<file path="src/common/cga_pkg.sv">
/*
  CGA slice shared definitions
  Word and level types, microinstruction field encodings,
  the flag layout and the interrupt line to level table
*/
package cga_pkg;

  localparam int word_w      = 16;
  localparam int int_lines_w = 5;   // External interrupt lines

  typedef logic [word_w-1:0] word_t;
  typedef logic [3:0]        reg_addr_t;   // Working registers 0 to 15
  typedef logic [3:0]        level_t;      // Program and interrupt levels 0 to 15

  typedef enum logic [2:0] {
    fn_add    = 3'd0,
    fn_sub    = 3'd1,
    fn_and    = 3'd2,
    fn_or     = 3'd3,
    fn_xor    = 3'd4,
    fn_pass_a = 3'd5,
    fn_pass_b = 3'd6,
    fn_inc_a  = 3'd7
  } alu_fn_e;

  // Value 3 is reserved and selects zero
  typedef enum logic [1:0] {
    bsrc_reg  = 2'd0,
    bsrc_cd   = 2'd1,
    bsrc_fidb = 2'd2
  } bsrc_e;

  typedef enum logic [1:0] {
    cond_always = 2'd0,
    cond_zf     = 2'd1,
    cond_cry    = 2'd2,
    cond_nzf    = 2'd3
  } cond_e;

  typedef enum logic [2:0] {
    comm_nop       = 3'd0,
    comm_wrf       = 3'd1,
    comm_ldpie     = 3'd2,
    comm_setpid    = 3'd3,
    comm_clpid     = 3'd4,
    comm_ldpil     = 3'd5,
    comm_drive     = 3'd6,
    comm_wrf_drive = 3'd7
  } comm_e;

  typedef struct packed {
    logic zf;
    logic cry;
    logic ovf;
  } flags_t;

  // Line 0 to 4 map to levels 10, 11, 12, 13 and 15
  localparam level_t [int_lines_w-1:0] int_line_level = {
    4'd15, 4'd13, 4'd12, 4'd11, 4'd10
  };

endpackage
</file>
<file path="src/common/cga_ctl_if.sv">
/*
  CGA control strobes
  Decoded command strobes from the control module to the
  ALU, register file and interrupt block
*/
`timescale 1ns/1ps

interface cga_ctl_if;

  logic exec;      // Condition true so flags may update
  logic wrf_we;
  logic ld_pie;
  logic set_pid;
  logic cl_pid;
  logic ld_pil;
  logic drive;     // Result onto fidb

  modport dcd (
    output exec, wrf_we, ld_pie, set_pid, cl_pid, ld_pil, drive
  );

  modport alu (input exec, drive);

  modport wrf (input wrf_we);

  modport intr (input ld_pie, set_pid, cl_pid, ld_pil);

endinterface

</file>
<file path="src/hdl/cga_core.sv">
/*
  CGA slice top level
  One microinstruction per mclk cycle. Connects the control
  decoder, ALU, working register file and interrupt block
*/
`timescale 1ns/1ps

module cga_core (
  input  logic                               mclk,
  input  logic                               reset,
  input  cga_pkg::reg_addr_t                 cs_ra,
  input  cga_pkg::reg_addr_t                 cs_rb,
  input  cga_pkg::alu_fn_e                   cs_aluf,
  input  cga_pkg::bsrc_e                     cs_bsrc,
  input  cga_pkg::cond_e                     cs_cond,
  input  cga_pkg::comm_e                     cs_comm,
  input  cga_pkg::word_t                     cd,
  input  cga_pkg::word_t                     fidb_in,
  input  logic [cga_pkg::int_lines_w-1:0]    bint_n,
  output cga_pkg::word_t                     fidb_out,
  output logic                               fidb_oe,
  output logic                               zf,
  output logic                               cry,
  output logic                               ovf,
  output cga_pkg::level_t                    pil,
  output cga_pkg::level_t                    int_level,
  output logic                               intrq_n
);

  cga_pkg::word_t  result;
  cga_pkg::word_t  a;
  cga_pkg::word_t  b_reg;
  cga_pkg::flags_t flags;

  cga_ctl_if ctl ();

  cga_dcd dcd (
    .mclk    (mclk),
    .reset   (reset),
    .cs_cond (cs_cond),
    .cs_comm (cs_comm),
    .flags   (flags),
    .ctl     (ctl.dcd)
  );

  cga_alu alu (
    .mclk     (mclk),
    .reset    (reset),
    .cs_aluf  (cs_aluf),
    .cs_bsrc  (cs_bsrc),
    .cd       (cd),
    .fidb_in  (fidb_in),
    .a        (a),
    .b_reg    (b_reg),
    .ctl      (ctl.alu),
    .result   (result),
    .flags    (flags),
    .fidb_out (fidb_out),
    .fidb_oe  (fidb_oe)
  );

  cga_wrf wrf (
    .mclk  (mclk),
    .reset (reset),
    .cs_ra (cs_ra),
    .cs_rb (cs_rb),
    .wdata (result),
    .ctl   (ctl.wrf),
    .a     (a),
    .b     (b_reg)
  );

  cga_intr intr (
    .mclk      (mclk),
    .reset     (reset),
    .bint_n    (bint_n),
    .wdata     (result),
    .ctl       (ctl.intr),
    .pil       (pil),
    .int_level (int_level),
    .intrq_n   (intrq_n)
  );

  // Flags leave the chip as separate pins
  assign zf  = flags.zf;
  assign cry = flags.cry;
  assign ovf = flags.ovf;

endmodule

</file>
<file path="src/intr/cga_intr.sv">
/*
  CGA interrupt control
  Pending, enable and program level registers. Lines for
  levels 10 to 13 and 15 are sampled each cycle and the highest
  enabled pending level is compared with the current level
*/
`timescale 1ns/1ps

module cga_intr (
  input  logic                               mclk,
  input  logic                               reset,
  input  logic [cga_pkg::int_lines_w-1:0]    bint_n,
  input  cga_pkg::word_t                     wdata,
  cga_ctl_if.intr                            ctl,
  output cga_pkg::level_t                    pil,
  output cga_pkg::level_t                    int_level,
  output logic                               intrq_n
);

  cga_pkg::word_t pid;       // Pending levels
  cga_pkg::word_t pie;       // Enabled levels
  cga_pkg::word_t line_set;
  cga_pkg::word_t clr_mask;
  cga_pkg::word_t pid_nx;
  cga_pkg::word_t active;

  // Active low lines raise their mapped level
  always_comb begin
    line_set = '0;
    for (int i = 0; i < cga_pkg::int_lines_w; i++) begin
      if (!bint_n[i]) begin
        line_set[cga_pkg::int_line_level[i]] = 1'b1;
      end
    end
  end

  always_comb begin
    clr_mask = '0;
    if (ctl.cl_pid) begin
      clr_mask[wdata[3:0]] = 1'b1;
    end
    // A line that is still low wins over the clear
    pid_nx = (pid & ~clr_mask) | line_set;
    if (ctl.set_pid) begin
      pid_nx = pid_nx | wdata;
    end
  end

  always_ff @(posedge mclk) begin
    if (reset) begin
      pid <= '0;
      pie <= '0;
      pil <= '0;
    end else begin
      pid <= pid_nx;
      if (ctl.ld_pie) begin
        pie <= wdata;
      end
      if (ctl.ld_pil) begin
        pil <= wdata[3:0];
      end
    end
  end

  assign active = pid & pie;

  // Upward scan so the highest set bit wins
  always_comb begin
    int_level = '0;
    for (int i = 0; i < cga_pkg::word_w; i++) begin
      if (active[i]) begin
        int_level = cga_pkg::level_t'(i);
      end
    end
  end

  assign intrq_n = !((active != '0) && (int_level > pil));

  // Level 15 masks every request
  a_pil15_no_req: assert property (
    @(posedge mclk) disable iff (reset)
      (pil == 4'd15) |-> intrq_n
  );

endmodule

</file>
<file path="src/wrf/cga_wrf.sv">
/*
  CGA working register file
  Sixteen 16-bit registers, two combinational read ports
  and one write port addressed by the A field
*/
`timescale 1ns/1ps

module cga_wrf (
  input  logic                mclk,
  input  logic                reset,
  input  cga_pkg::reg_addr_t  cs_ra,
  input  cga_pkg::reg_addr_t  cs_rb,
  input  cga_pkg::word_t      wdata,
  cga_ctl_if.wrf              ctl,
  output cga_pkg::word_t      a,
  output cga_pkg::word_t      b
);

  cga_pkg::word_t regs [16];

  always_ff @(posedge mclk) begin
    if (reset) begin
      for (int i = 0; i < 16; i++) begin
        regs[i] <= '0;
      end
    end else if (ctl.wrf_we) begin
      regs[cs_ra] <= wdata;
    end
  end

  // Reads see the last write at the next microinstruction
  assign a = regs[cs_ra];
  assign b = regs[cs_rb];

  a_ra_known: assert property (
    @(posedge mclk) disable iff (reset)
      ctl.wrf_we |-> !$isunknown(cs_ra)
  );

endmodule

</file>
<file path="src/alu/cga_alu.sv">
/*
  CGA ALU
  B operand selection, eight-function ALU, the flag register
  and the registered fidb output with its enable
*/
`timescale 1ns/1ps

module cga_alu (
  input  logic              mclk,
  input  logic              reset,
  input  cga_pkg::alu_fn_e  cs_aluf,
  input  cga_pkg::bsrc_e    cs_bsrc,
  input  cga_pkg::word_t    cd,
  input  cga_pkg::word_t    fidb_in,
  input  cga_pkg::word_t    a,
  input  cga_pkg::word_t    b_reg,
  cga_ctl_if.alu            ctl,
  output cga_pkg::word_t    result,
  output cga_pkg::flags_t   flags,
  output cga_pkg::word_t    fidb_out,
  output logic              fidb_oe
);

  localparam int msb = cga_pkg::word_w - 1;

  cga_pkg::word_t          b;
  cga_pkg::word_t          op2;       // Second adder input
  logic                    cin;
  logic                    arith;     // Add, subtract or increment
  logic [cga_pkg::word_w:0] sum;
  cga_pkg::flags_t         flags_nx;

  always_comb begin
    case (cs_bsrc)
      cga_pkg::bsrc_reg:  b = b_reg;
      cga_pkg::bsrc_cd:   b = cd;
      cga_pkg::bsrc_fidb: b = fidb_in;
      default:            b = '0;     // Reserved source
    endcase
  end

  // One adder serves add, subtract and increment
  always_comb begin
    case (cs_aluf)
      cga_pkg::fn_sub: begin
        op2 = ~b;
        cin = 1'b1;
      end
      cga_pkg::fn_inc_a: begin
        op2 = '0;
        cin = 1'b1;
      end
      default: begin
        op2 = b;
        cin = 1'b0;
      end
    endcase
    sum = {1'b0, a} + {1'b0, op2} + {{cga_pkg::word_w{1'b0}}, cin};
  end

  always_comb begin
    arith = 1'b0;
    case (cs_aluf)
      cga_pkg::fn_add,
      cga_pkg::fn_sub,
      cga_pkg::fn_inc_a: begin
        result = sum[msb:0];
        arith  = 1'b1;
      end
      cga_pkg::fn_and:    result = a & b;
      cga_pkg::fn_or:     result = a | b;
      cga_pkg::fn_xor:    result = a ^ b;
      cga_pkg::fn_pass_a: result = a;
      default:            result = b;   // fn_pass_b
    endcase

    flags_nx.zf  = (result == '0);
    flags_nx.cry = arith && sum[cga_pkg::word_w];
    // Signed overflow when the operands agree in sign and the sum does not
    flags_nx.ovf = arith && (a[msb] == op2[msb]) && (sum[msb] != a[msb]);
  end

  always_ff @(posedge mclk) begin
    if (reset) begin
      flags <= '0;
    end else if (ctl.exec) begin
      flags <= flags_nx;
    end
  end

  always_ff @(posedge mclk) begin
    if (reset) begin
      fidb_out <= '0;
      fidb_oe  <= 1'b0;
    end else if (ctl.drive) begin
      fidb_out <= result;
      fidb_oe  <= 1'b1;
    end else if (ctl.exec) begin
      fidb_oe  <= 1'b0;   // Any other executed command releases the bus
    end
  end

  a_oe_needs_drive: assert property (
    @(posedge mclk) disable iff (reset)
      $rose(fidb_oe) |-> $past(ctl.drive)
  );

endmodule

</file>
<file path="src/hdl/cga_dcd.sv">
/*
  CGA control decoder
  Evaluates the condition field against the registered flags
  and turns the command field into single-cycle strobes
*/
`timescale 1ns/1ps

module cga_dcd (
  input  logic             mclk,
  input  logic             reset,
  input  cga_pkg::cond_e   cs_cond,
  input  cga_pkg::comm_e   cs_comm,
  input  cga_pkg::flags_t  flags,
  cga_ctl_if.dcd           ctl
);

  logic cond_true;

  always_comb begin
    case (cs_cond)
      cga_pkg::cond_zf:  cond_true = flags.zf;
      cga_pkg::cond_cry: cond_true = flags.cry;
      cga_pkg::cond_nzf: cond_true = !flags.zf;
      default:           cond_true = 1'b1;    // cond_always
    endcase
  end

  always_comb begin
    ctl.exec    = cond_true;
    ctl.wrf_we  = 1'b0;
    ctl.ld_pie  = 1'b0;
    ctl.set_pid = 1'b0;
    ctl.cl_pid  = 1'b0;
    ctl.ld_pil  = 1'b0;
    ctl.drive   = 1'b0;
    if (cond_true) begin
      case (cs_comm)
        cga_pkg::comm_wrf:    ctl.wrf_we  = 1'b1;
        cga_pkg::comm_ldpie:  ctl.ld_pie  = 1'b1;
        cga_pkg::comm_setpid: ctl.set_pid = 1'b1;
        cga_pkg::comm_clpid:  ctl.cl_pid  = 1'b1;
        cga_pkg::comm_ldpil:  ctl.ld_pil  = 1'b1;
        cga_pkg::comm_drive:  ctl.drive   = 1'b1;
        cga_pkg::comm_wrf_drive: begin
          ctl.wrf_we = 1'b1;
          ctl.drive  = 1'b1;
        end
        default: ;                              // comm_nop
      endcase
    end
  end

  // Interrupt register loads are exclusive within a cycle
  a_intr_cmd_onehot: assert property (
    @(posedge mclk) disable iff (reset)
      $onehot0({ctl.ld_pie, ctl.set_pid, ctl.cl_pid, ctl.ld_pil})
  );

endmodule

</file>
<file path="config.mk">
export PLATFORM = sky130hd
export DESIGN_NAME = cga_core
export DESIGN_NICKNAME = d
export VERILOG_FILES = /design/src/common/cga_pkg.sv /design/src/common/cga_ctl_if.sv /design/src/hdl/cga_core.sv /design/src/intr/cga_intr.sv /design/src/wrf/cga_wrf.sv /design/src/alu/cga_alu.sv /design/src/hdl/cga_dcd.sv
export SDC_FILE = /design/constraint.sdc
export NUM_CORES = 1
export LEC_CHECK = 0
export BUFFER_PORTS_ARGS = -buffer_cell sky130_fd_sc_hd__buf_4
export CAP_MARGIN = 40
export CELL_PAD_IN_SITES_DETAIL_PLACEMENT = 1
export CELL_PAD_IN_SITES_GLOBAL_PLACEMENT = 1
export CORE_MARGIN = 1
export CORE_UTILIZATION = 57
export CTS_BUF_LIST = sky130_fd_sc_hd__clkbuf_8
export CTS_CLUSTER_SIZE = 40
export DETAILED_ROUTE_END_ITERATION = 10
export GPL_ROUTABILITY_DRIVEN = 0
export PLACE_DENSITY_LB_ADDON = 0.3
export REMOVE_ABC_BUFFERS = 1
export SETUP_SLACK_MARGIN = 0.15
export SLEW_MARGIN = 10
export SYNTH_ARGS = -nofsm -noshare
export SYNTH_HDL_FRONTEND = slang
export SYNTH_HIERARCHICAL = 1
export SYNTH_SLANG_ARGS = --single-unit
export TNS_END_PERCENT = 30
</file>
<file path="constraint.sdc">
create_clock -name mclk -period 14.7 [get_ports mclk]
set_input_delay 2.205 -clock mclk [delete_from_list [all_inputs] [get_ports mclk]]
set_output_delay 2.205 -clock mclk [all_outputs]
set_load 0.01 [all_outputs]
</file>
Yosys cells after proc, flatten, opt, wreduce, memory -nomap -nowiden

Memory sizes are Yosys's and may differ from the RTL's.
Cells that the tools add are included.

RAM bits: 256
Output and inout port bits: 29
Bits in registers: 56
Memory bits (read-only): 0
Latch bits: 0
Memories kept: 1
Bits of input ports: 57
Logic and storage cells: 112

Memory list:

| memory   | words | bits a word | read ports | clocked after memory_dff | wr ports | RTL line      | source |
|---|---|---|---|---|---|---|---|
| wrf.regs | 16    | 16          | 2          | 0                        | 16       | cga_wrf.sv:19 | `cga_pkg::word_t regs [16];` |

Multipliers: 0
Bitwise gates (word level): 9
Equality and inequality tests: 20
Mux-type cells: 52
Shift operators: 0
Divide/modulo/power cells: 0
Reduce and logical (&&, ||, !) cells: 17
$add $sub $neg: 2
Order comparisons: 3

Operator list:

| kind                                                       | count |
|---|---|
| case mux 16 bit (5 select lines)                           | 1 |
| bitwise AND 16 bit                                         | 3 |
| 2-to-1 mux 16 bit                                          | 3 |
| bitwise OR 16 bit                                          | 3 |
| case mux 16 bit (3 select lines)                           | 1 |
| 2-to-1 mux 4 bit                                           | 9 |
| inverter 16 bit                                            | 2 |
| case mux 16 bit (2 select lines)                           | 1 |
| 2-to-1 mux 1 bit                                           | 29 |
| equality test 3 bit, second input constant                 | 7 |
| adder 16 x 16 -> 17 bit                                    | 1 |
| adder 17 x 1 -> 17 bit                                     | 1 |
| zero test 16 bit                                           | 1 |
| nonzero test 16 bit                                        | 1 |
| OR reduction 16 bit                                        | 1 |
| XOR 16 bit                                                 | 1 |
| equality test 3 x 2 -> 1 bit, second input constant        | 4 |
| 2-to-1 mux 3 bit                                           | 4 |
| equality test 2 bit, second input constant                 | 3 |
| equality test 3 x 1 -> 1 bit, second input constant        | 2 |
| OR reduction 2 bit                                         | 3 |
| logical AND 1 bit                                          | 5 |
| less-than comparator 4 x 5 -> 1 bit, second input constant | 1 |
| demux 1 bit (select 4 bit)                                 | 1 |
| other kinds (12)                                           | 15 |

Longest topological paths before layout

Word-level depth: 19
Gate-level depth with buffers: 21

By module

Netlist, hierarchy kept.

By module, submodules not included:

| module   | times used | area an instance (µm²) | seq. area each (µm²) | cells an instance |
|---|---|---|---|---|
| cga_wrf  | 1          | 13421.6                | 7687.4               | 861 |
| cga_alu  | 1          | 3532.1                 | 400.4                | 462 |
| cga_intr | 1          | 1671.6                 | 720.7                | 196 |
| cga_dcd  | 1          | 125.1                  | 0.0                  | 17 |

Least setup slack after synthesis

OpenSTA, ideal clock, no wires.

Path type: input port to flip-flop
Start point: in cs_rb[0]
End point: mem wrf/regs[0][14] (netlist bit), data pin
Required time: 14445 ps
Data arrival time: 6589 ps
Setup slack: 7856 ps
Setup time: 255 ps
Stages: 21
Path buffers: 3
Cell sequence: buf_2 buf_2 mux4_2 a22oi_1 nand2_1 mux2i_1 nor2_1 a21oi_1 inv_1 mux2_2 fa_1 fa_1 nor2b_1 o2111ai_1 a31oi_1 o2111a_1 o31a_1 o21ai_0 and2_1 clkbuf_1 and2_1

RTL lines:

| item            | RTL line       | source |
|---|---|---|
| start, declared | cga_core.sv:12 | `input cga_pkg::reg_addr_t cs_rb,` |
| end, declared   | cga_wrf.sv:19  |  |

Final worst setup path

Start point: in cs_rb[0]
End point: reg intr.pid[14]

Elaborated cells between the ends (all ways): 21

RTL lines:

| item                               | RTL line       | source |
|---|---|---|
| memory (16 x 16 bit) *             | n/a            |  |
| named net b_reg[0]                 | cga_core.sv:32 | `cga_pkg::word_t b_reg;` |
| case mux 16 bit (3 select lines) * | cga_alu.sv:34  | `case (cs_bsrc)` |
| inverter 16 bit                    | cga_alu.sv:46  | `op2 = ~b;` |
| case mux 16 bit (2 select lines) * | cga_alu.sv:44  | `case (cs_aluf)` |
| adder 16 x 16 -> 17 bit *          | cga_alu.sv:58  | `sum = {1'b0, a} + {1'b0, op2} + {{cga_pkg::word_w{1'b0}}, cin};` |
| adder 17 x 1 -> 17 bit *           | cga_alu.sv:58  |  |
| case mux 16 bit (5 select lines) * | cga_alu.sv:63  | `case (cs_aluf)` |
| named net result[14]               | cga_core.sv:30 | `cga_pkg::word_t result;` |
| bitwise OR 16 bit *                | cga_intr.sv:45 | `pid_nx = pid_nx \| wdata;` |
| 2-to-1 mux 16 bit *                | cga_intr.sv:44 | `if (ctl.set_pid) begin` |
| end signal, assigned               | cga_intr.sv:55 | `pid <= pid_nx;` |
| end, declared                      | cga_intr.sv:20 | `cga_pkg::word_t pid;` |

Mark *: on every way through the listed nets, which the timed path passes. The rest lies on a longest branch.
A chain may end at the register's enable or synchronous reset.

==> metrics.json <==
{
  "grt_pass1_vias": 14984,
  "holdBufCountCts": 0,
  "syn_avg_cell_area_um2": 12.2,
  "hold_path.class": "reg -> reg",
  "design.core.area_um2": 32500,
  "effective_utilization_at_floorplan_pct": 57.8,
  "ios": 86,
  "yosys_most_used_dff": "sky130_fd_sc_hd__edfxtp_1",
  "netlist_top_cells_area": "sky130_fd_sc_hd__edfxtp_1, sky130_fd_sc_hd__mux4_2, sky130_fd_sc_hd__and2_1",
  "syn_inst": 1536,
  "leak_nw": 8.11,
  "total_of_max_cap_violations": 0,
  "cell_pwr_density_nw_per_um2": 107,
  "synth_top_area_share_pct": 41.0,
  "slew_violations": 0,
  "dpl.cell_count": 1992,
  "gr-total-overflow": 0,
  "critical_path.slowest_cell": "sky130_fd_sc_hd__buf_4",
  "detailedPlace.worstSlack_ns": 6.00,
  "postSynthRegisterBits": 312,
  "grt_pass1_wl_um": 95100,
  "largest_fanout_on_the_critical_path": 33,
  "nets": 1715,
  "hpwl_um": 40500,
  "antenna_found_initial": 1,
  "hold_viol": 0,
  "drt_pre_antenna_iters": 5,
  "category_of_the_most_critical_setup_path": "in -> reg",
  "post_synth_num_cell_types": 78,
  "ir_worst_vdd_mv": 0.124,
  "actual_slew_at_the_worst_max_slew_pin_ns": 0.966,
  "fin_setup_tns_ns": 0,
  "critPathCaptureType": "flop",
  "grt_util_all_layers_pct": 38.8,
  "critical_path.startpoint_type": "input pin",
  "clk-insertion-delay-late_ns": 0.62,
  "groute.layer.met3.usage_pct": 8.12,
  "synth-edff-count": 256,
  "fp.dieArea_um2": 33600,
  "drt_iter0_markers": 1593,
  "cts.clk_slew.worst_paths_ns": 0.07,
  "timing.critical_path.required_ns": 15.25,
  "post_cts.resized_instances": 0,
  "mostFrequentLayoutCells": "sky130_fd_sc_hd__and2_1, sky130_fd_sc_hd__edfxtp_1, sky130_fd_sc_hd__mux4_2, sky130_fd_sc_hd__buf_4, sky130_fd_sc_hd__nand2_1",
  "clock_tree.root_cell": "sky130_fd_sc_hd__clkbuf_8",
  "layout.cells.most_common": "sky130_fd_sc_hd__and2_1",
  "post_drt_wl_per_cell_um": 30.6,
  "worst_ep_arrival_time_ns": 8.73,
  "route.detailed.vias_per_inst": 6.89,
  "synth_area_um2": 18800,
  "use_met1_pct": 48.7,
  "floorplan.die.width_um": 183,
  "max_slew_margin_pct": 35.6,
  "antenna_cells_inserted": 0,
  "final.setup.worst_slack_ns": 6.52,
  "wirelength_um": 63800,
  "run_status": "complete, no violations",
  "unrepaired_setup_endpoints_after_global_routing": "false",
  "critical-path-max-stage-delay_ns": 0.69,
  "post-route-period-util_pct": 55.6,
  "finish.cell_count_without_fillers": 2088,
  "port-buffer-count": 85,
  "layout-drive-gt1-share_pct": 23.0,
  "clock_path_buffers": 3,
  "async_flop_share_pct": 0,
  "synth.yosys.seq_area_share_pct": 47.0,
  "remaining_drc_errors": 0,
  "maxClockFrequency_mhz": 122,
  "via_count": 14376,
  "post_cts.repair.setup_buffers": 0,
  "cts_htree_levels": 2,
  "cts_tree": "done",
  "cp_cell_sequence": "buf_4 > buf_4 > mux4_2 > a22oi_1 > nand2_1 > mux2i_1 > nor2_1 > a21oi_1 > inv_1 > mux2_2 > fa_1 > fa_1 > nor2b_1 > o2111ai_1 > a31oi_1 > o2111a_1 > nor4_1 > o21ai_0 > buf_2 > and2_1 > a22oi_1 > nor2_1",
  "yosysTopAreaCell": "sky130_fd_sc_hd__edfxtp_1",
  "syn_to_final_growth_pct": 11.4,
  "grt-busiest-layer": "met2",
  "synthesis.yosys.warnings": 6,
  "maximum_number_of_pins_on_one_net_before_global_route_repair": 57,
  "setup-violations-final": 0,
  "finalWorstPathRequiredPeriod_ns": 8.18,
  "cts_made_buffers": 52,
  "chipHeight_um": 183,
  "final.setup_skew_ns": 0.0323,
  "tritoncts_num_sinks": 312,
  "row_cnt": 66,
  "final_antenna_net_count": 0,
  "grt.met2_usage_pct": 62.1
}
[per-stage QoR]
stage	utilization, %	hold WS [ns]	cell area [um^2]	power (W)
global route	64.4	0.506	20900	0.00230
global placement	60.9	0.461	19800	0.00144
floorplan	-	0.448	18200	0.00126
detailed placement	61.3	0.479	19900	0.00147
CTS	64.4	0.486	20900	0.00223
finish	64.4	0.485	20900	0.00224
[report_power, final]
part           internal, W  leakage, nW  switching, W
Combinational     0.000166         4.42      0.000299
Sequential        0.000988         3.10     0.0000229
Clock             0.000392        0.593      0.000368
[cells in the mapped netlist (5+ instances only)]
cell type	instances
sky130_fd_sc_hd__xnor2_1	6
sky130_fd_sc_hd__nand2b_1	13
sky130_fd_sc_hd__xor2_1	5
sky130_fd_sc_hd__nor4_1	5
sky130_fd_sc_hd__mux4_2	128
sky130_fd_sc_hd__a22oi_1	72
sky130_fd_sc_hd__or2_2	18
sky130_fd_sc_hd__a21o_1	8
sky130_fd_sc_hd__nand4_1	5
sky130_fd_sc_hd__nor2b_1	10
sky130_fd_sc_hd__nand3_1	10
sky130_fd_sc_hd__a22o_1	6
sky130_fd_sc_hd__o22ai_1	8
sky130_fd_sc_hd__dfxtp_1	56
sky130_fd_sc_hd__clkbuf_1	68
sky130_fd_sc_hd__and2_1	266
sky130_fd_sc_hd__nor3_1	5
sky130_fd_sc_hd__a31oi_1	13
sky130_fd_sc_hd__o2bb2ai_1	7
sky130_fd_sc_hd__o21ai_0	30
sky130_fd_sc_hd__a21oi_1	43
sky130_fd_sc_hd__buf_2	31
sky130_fd_sc_hd__nand2_1	90
sky130_fd_sc_hd__inv_1	48
sky130_fd_sc_hd__edfxtp_1	256
sky130_fd_sc_hd__mux2i_1	88
sky130_fd_sc_hd__buf_6	6
sky130_fd_sc_hd__nor2_1	88
sky130_fd_sc_hd__buf_1	7
sky130_fd_sc_hd__and3_1	6
sky130_fd_sc_hd__ha_1	52
sky130_fd_sc_hd__a211oi_1	5
[flip-flops by register name, summed over array words and instances, names as in the netlist]
signal and cells:
intr/pid 16, intr/pil 4, alu/flags 3, intr/pie 16, wrf/regs 256, alu/fidb_out 16
alu/fidb_oe 1
[layout make-up]
cell class	instances	area, um^2
clock buffer	57	785
clock inverter	39	218
fill	3230	11600
inverter	48	180
multi-input combinational	1057	9290
sequential	312	8810
tap	442	553
timing repair buffer	133	1050
[final timing paths]
kind	start	to	slack [ns]	depth (start not counted)
max	cs_rb[0]	intr/pid[14]	6.52	22
min	intr/pid[1]	intr/pid[1]	0.49	2
max reg2reg	wrf/regs[2][0]	intr/pid[14]	9.04	20
min reg2reg	intr/pid[1]	intr/pid[1]	0.49	2
[per-layer routing]
layer / vias to the layer above / part of all wire, %
li1: 5870 / -
met1: 7257 / 36
met2: 1017 / 47
met3: 230 / 11
met4: 2 / 6.0
met5: - / 0.034
[logic make-up after synthesis]
| family | share of synthesized area, % |
|---|---|
| xor gates and xnor gates | 0.514 |
| adders and majority gates | 3.68 |
| buffers and inverters | 3.93 |
| and+or+nand+nor | 16.1 |
| AOI/OAI and AO/OA | 8.47 |
| muxes | 20.3 |
| DFF | 47.0 |
[worst max-delay path, delay by kind of cell]
| family | cells | cell delay (ns) |
|---|---|---|
| adder cells (fa/ha/maj) | 2 | 0.87 |
| AND/OR/NAND/NOR | 6 | 1.14 |
| AO/OA/AOI/OAI | 7 | 1.81 |
| buffers and inverters | 4 | 1.60 |
| multiplexers | 3 | 1.07 |
No activity file was read; power rests on OpenSTA's default activity.
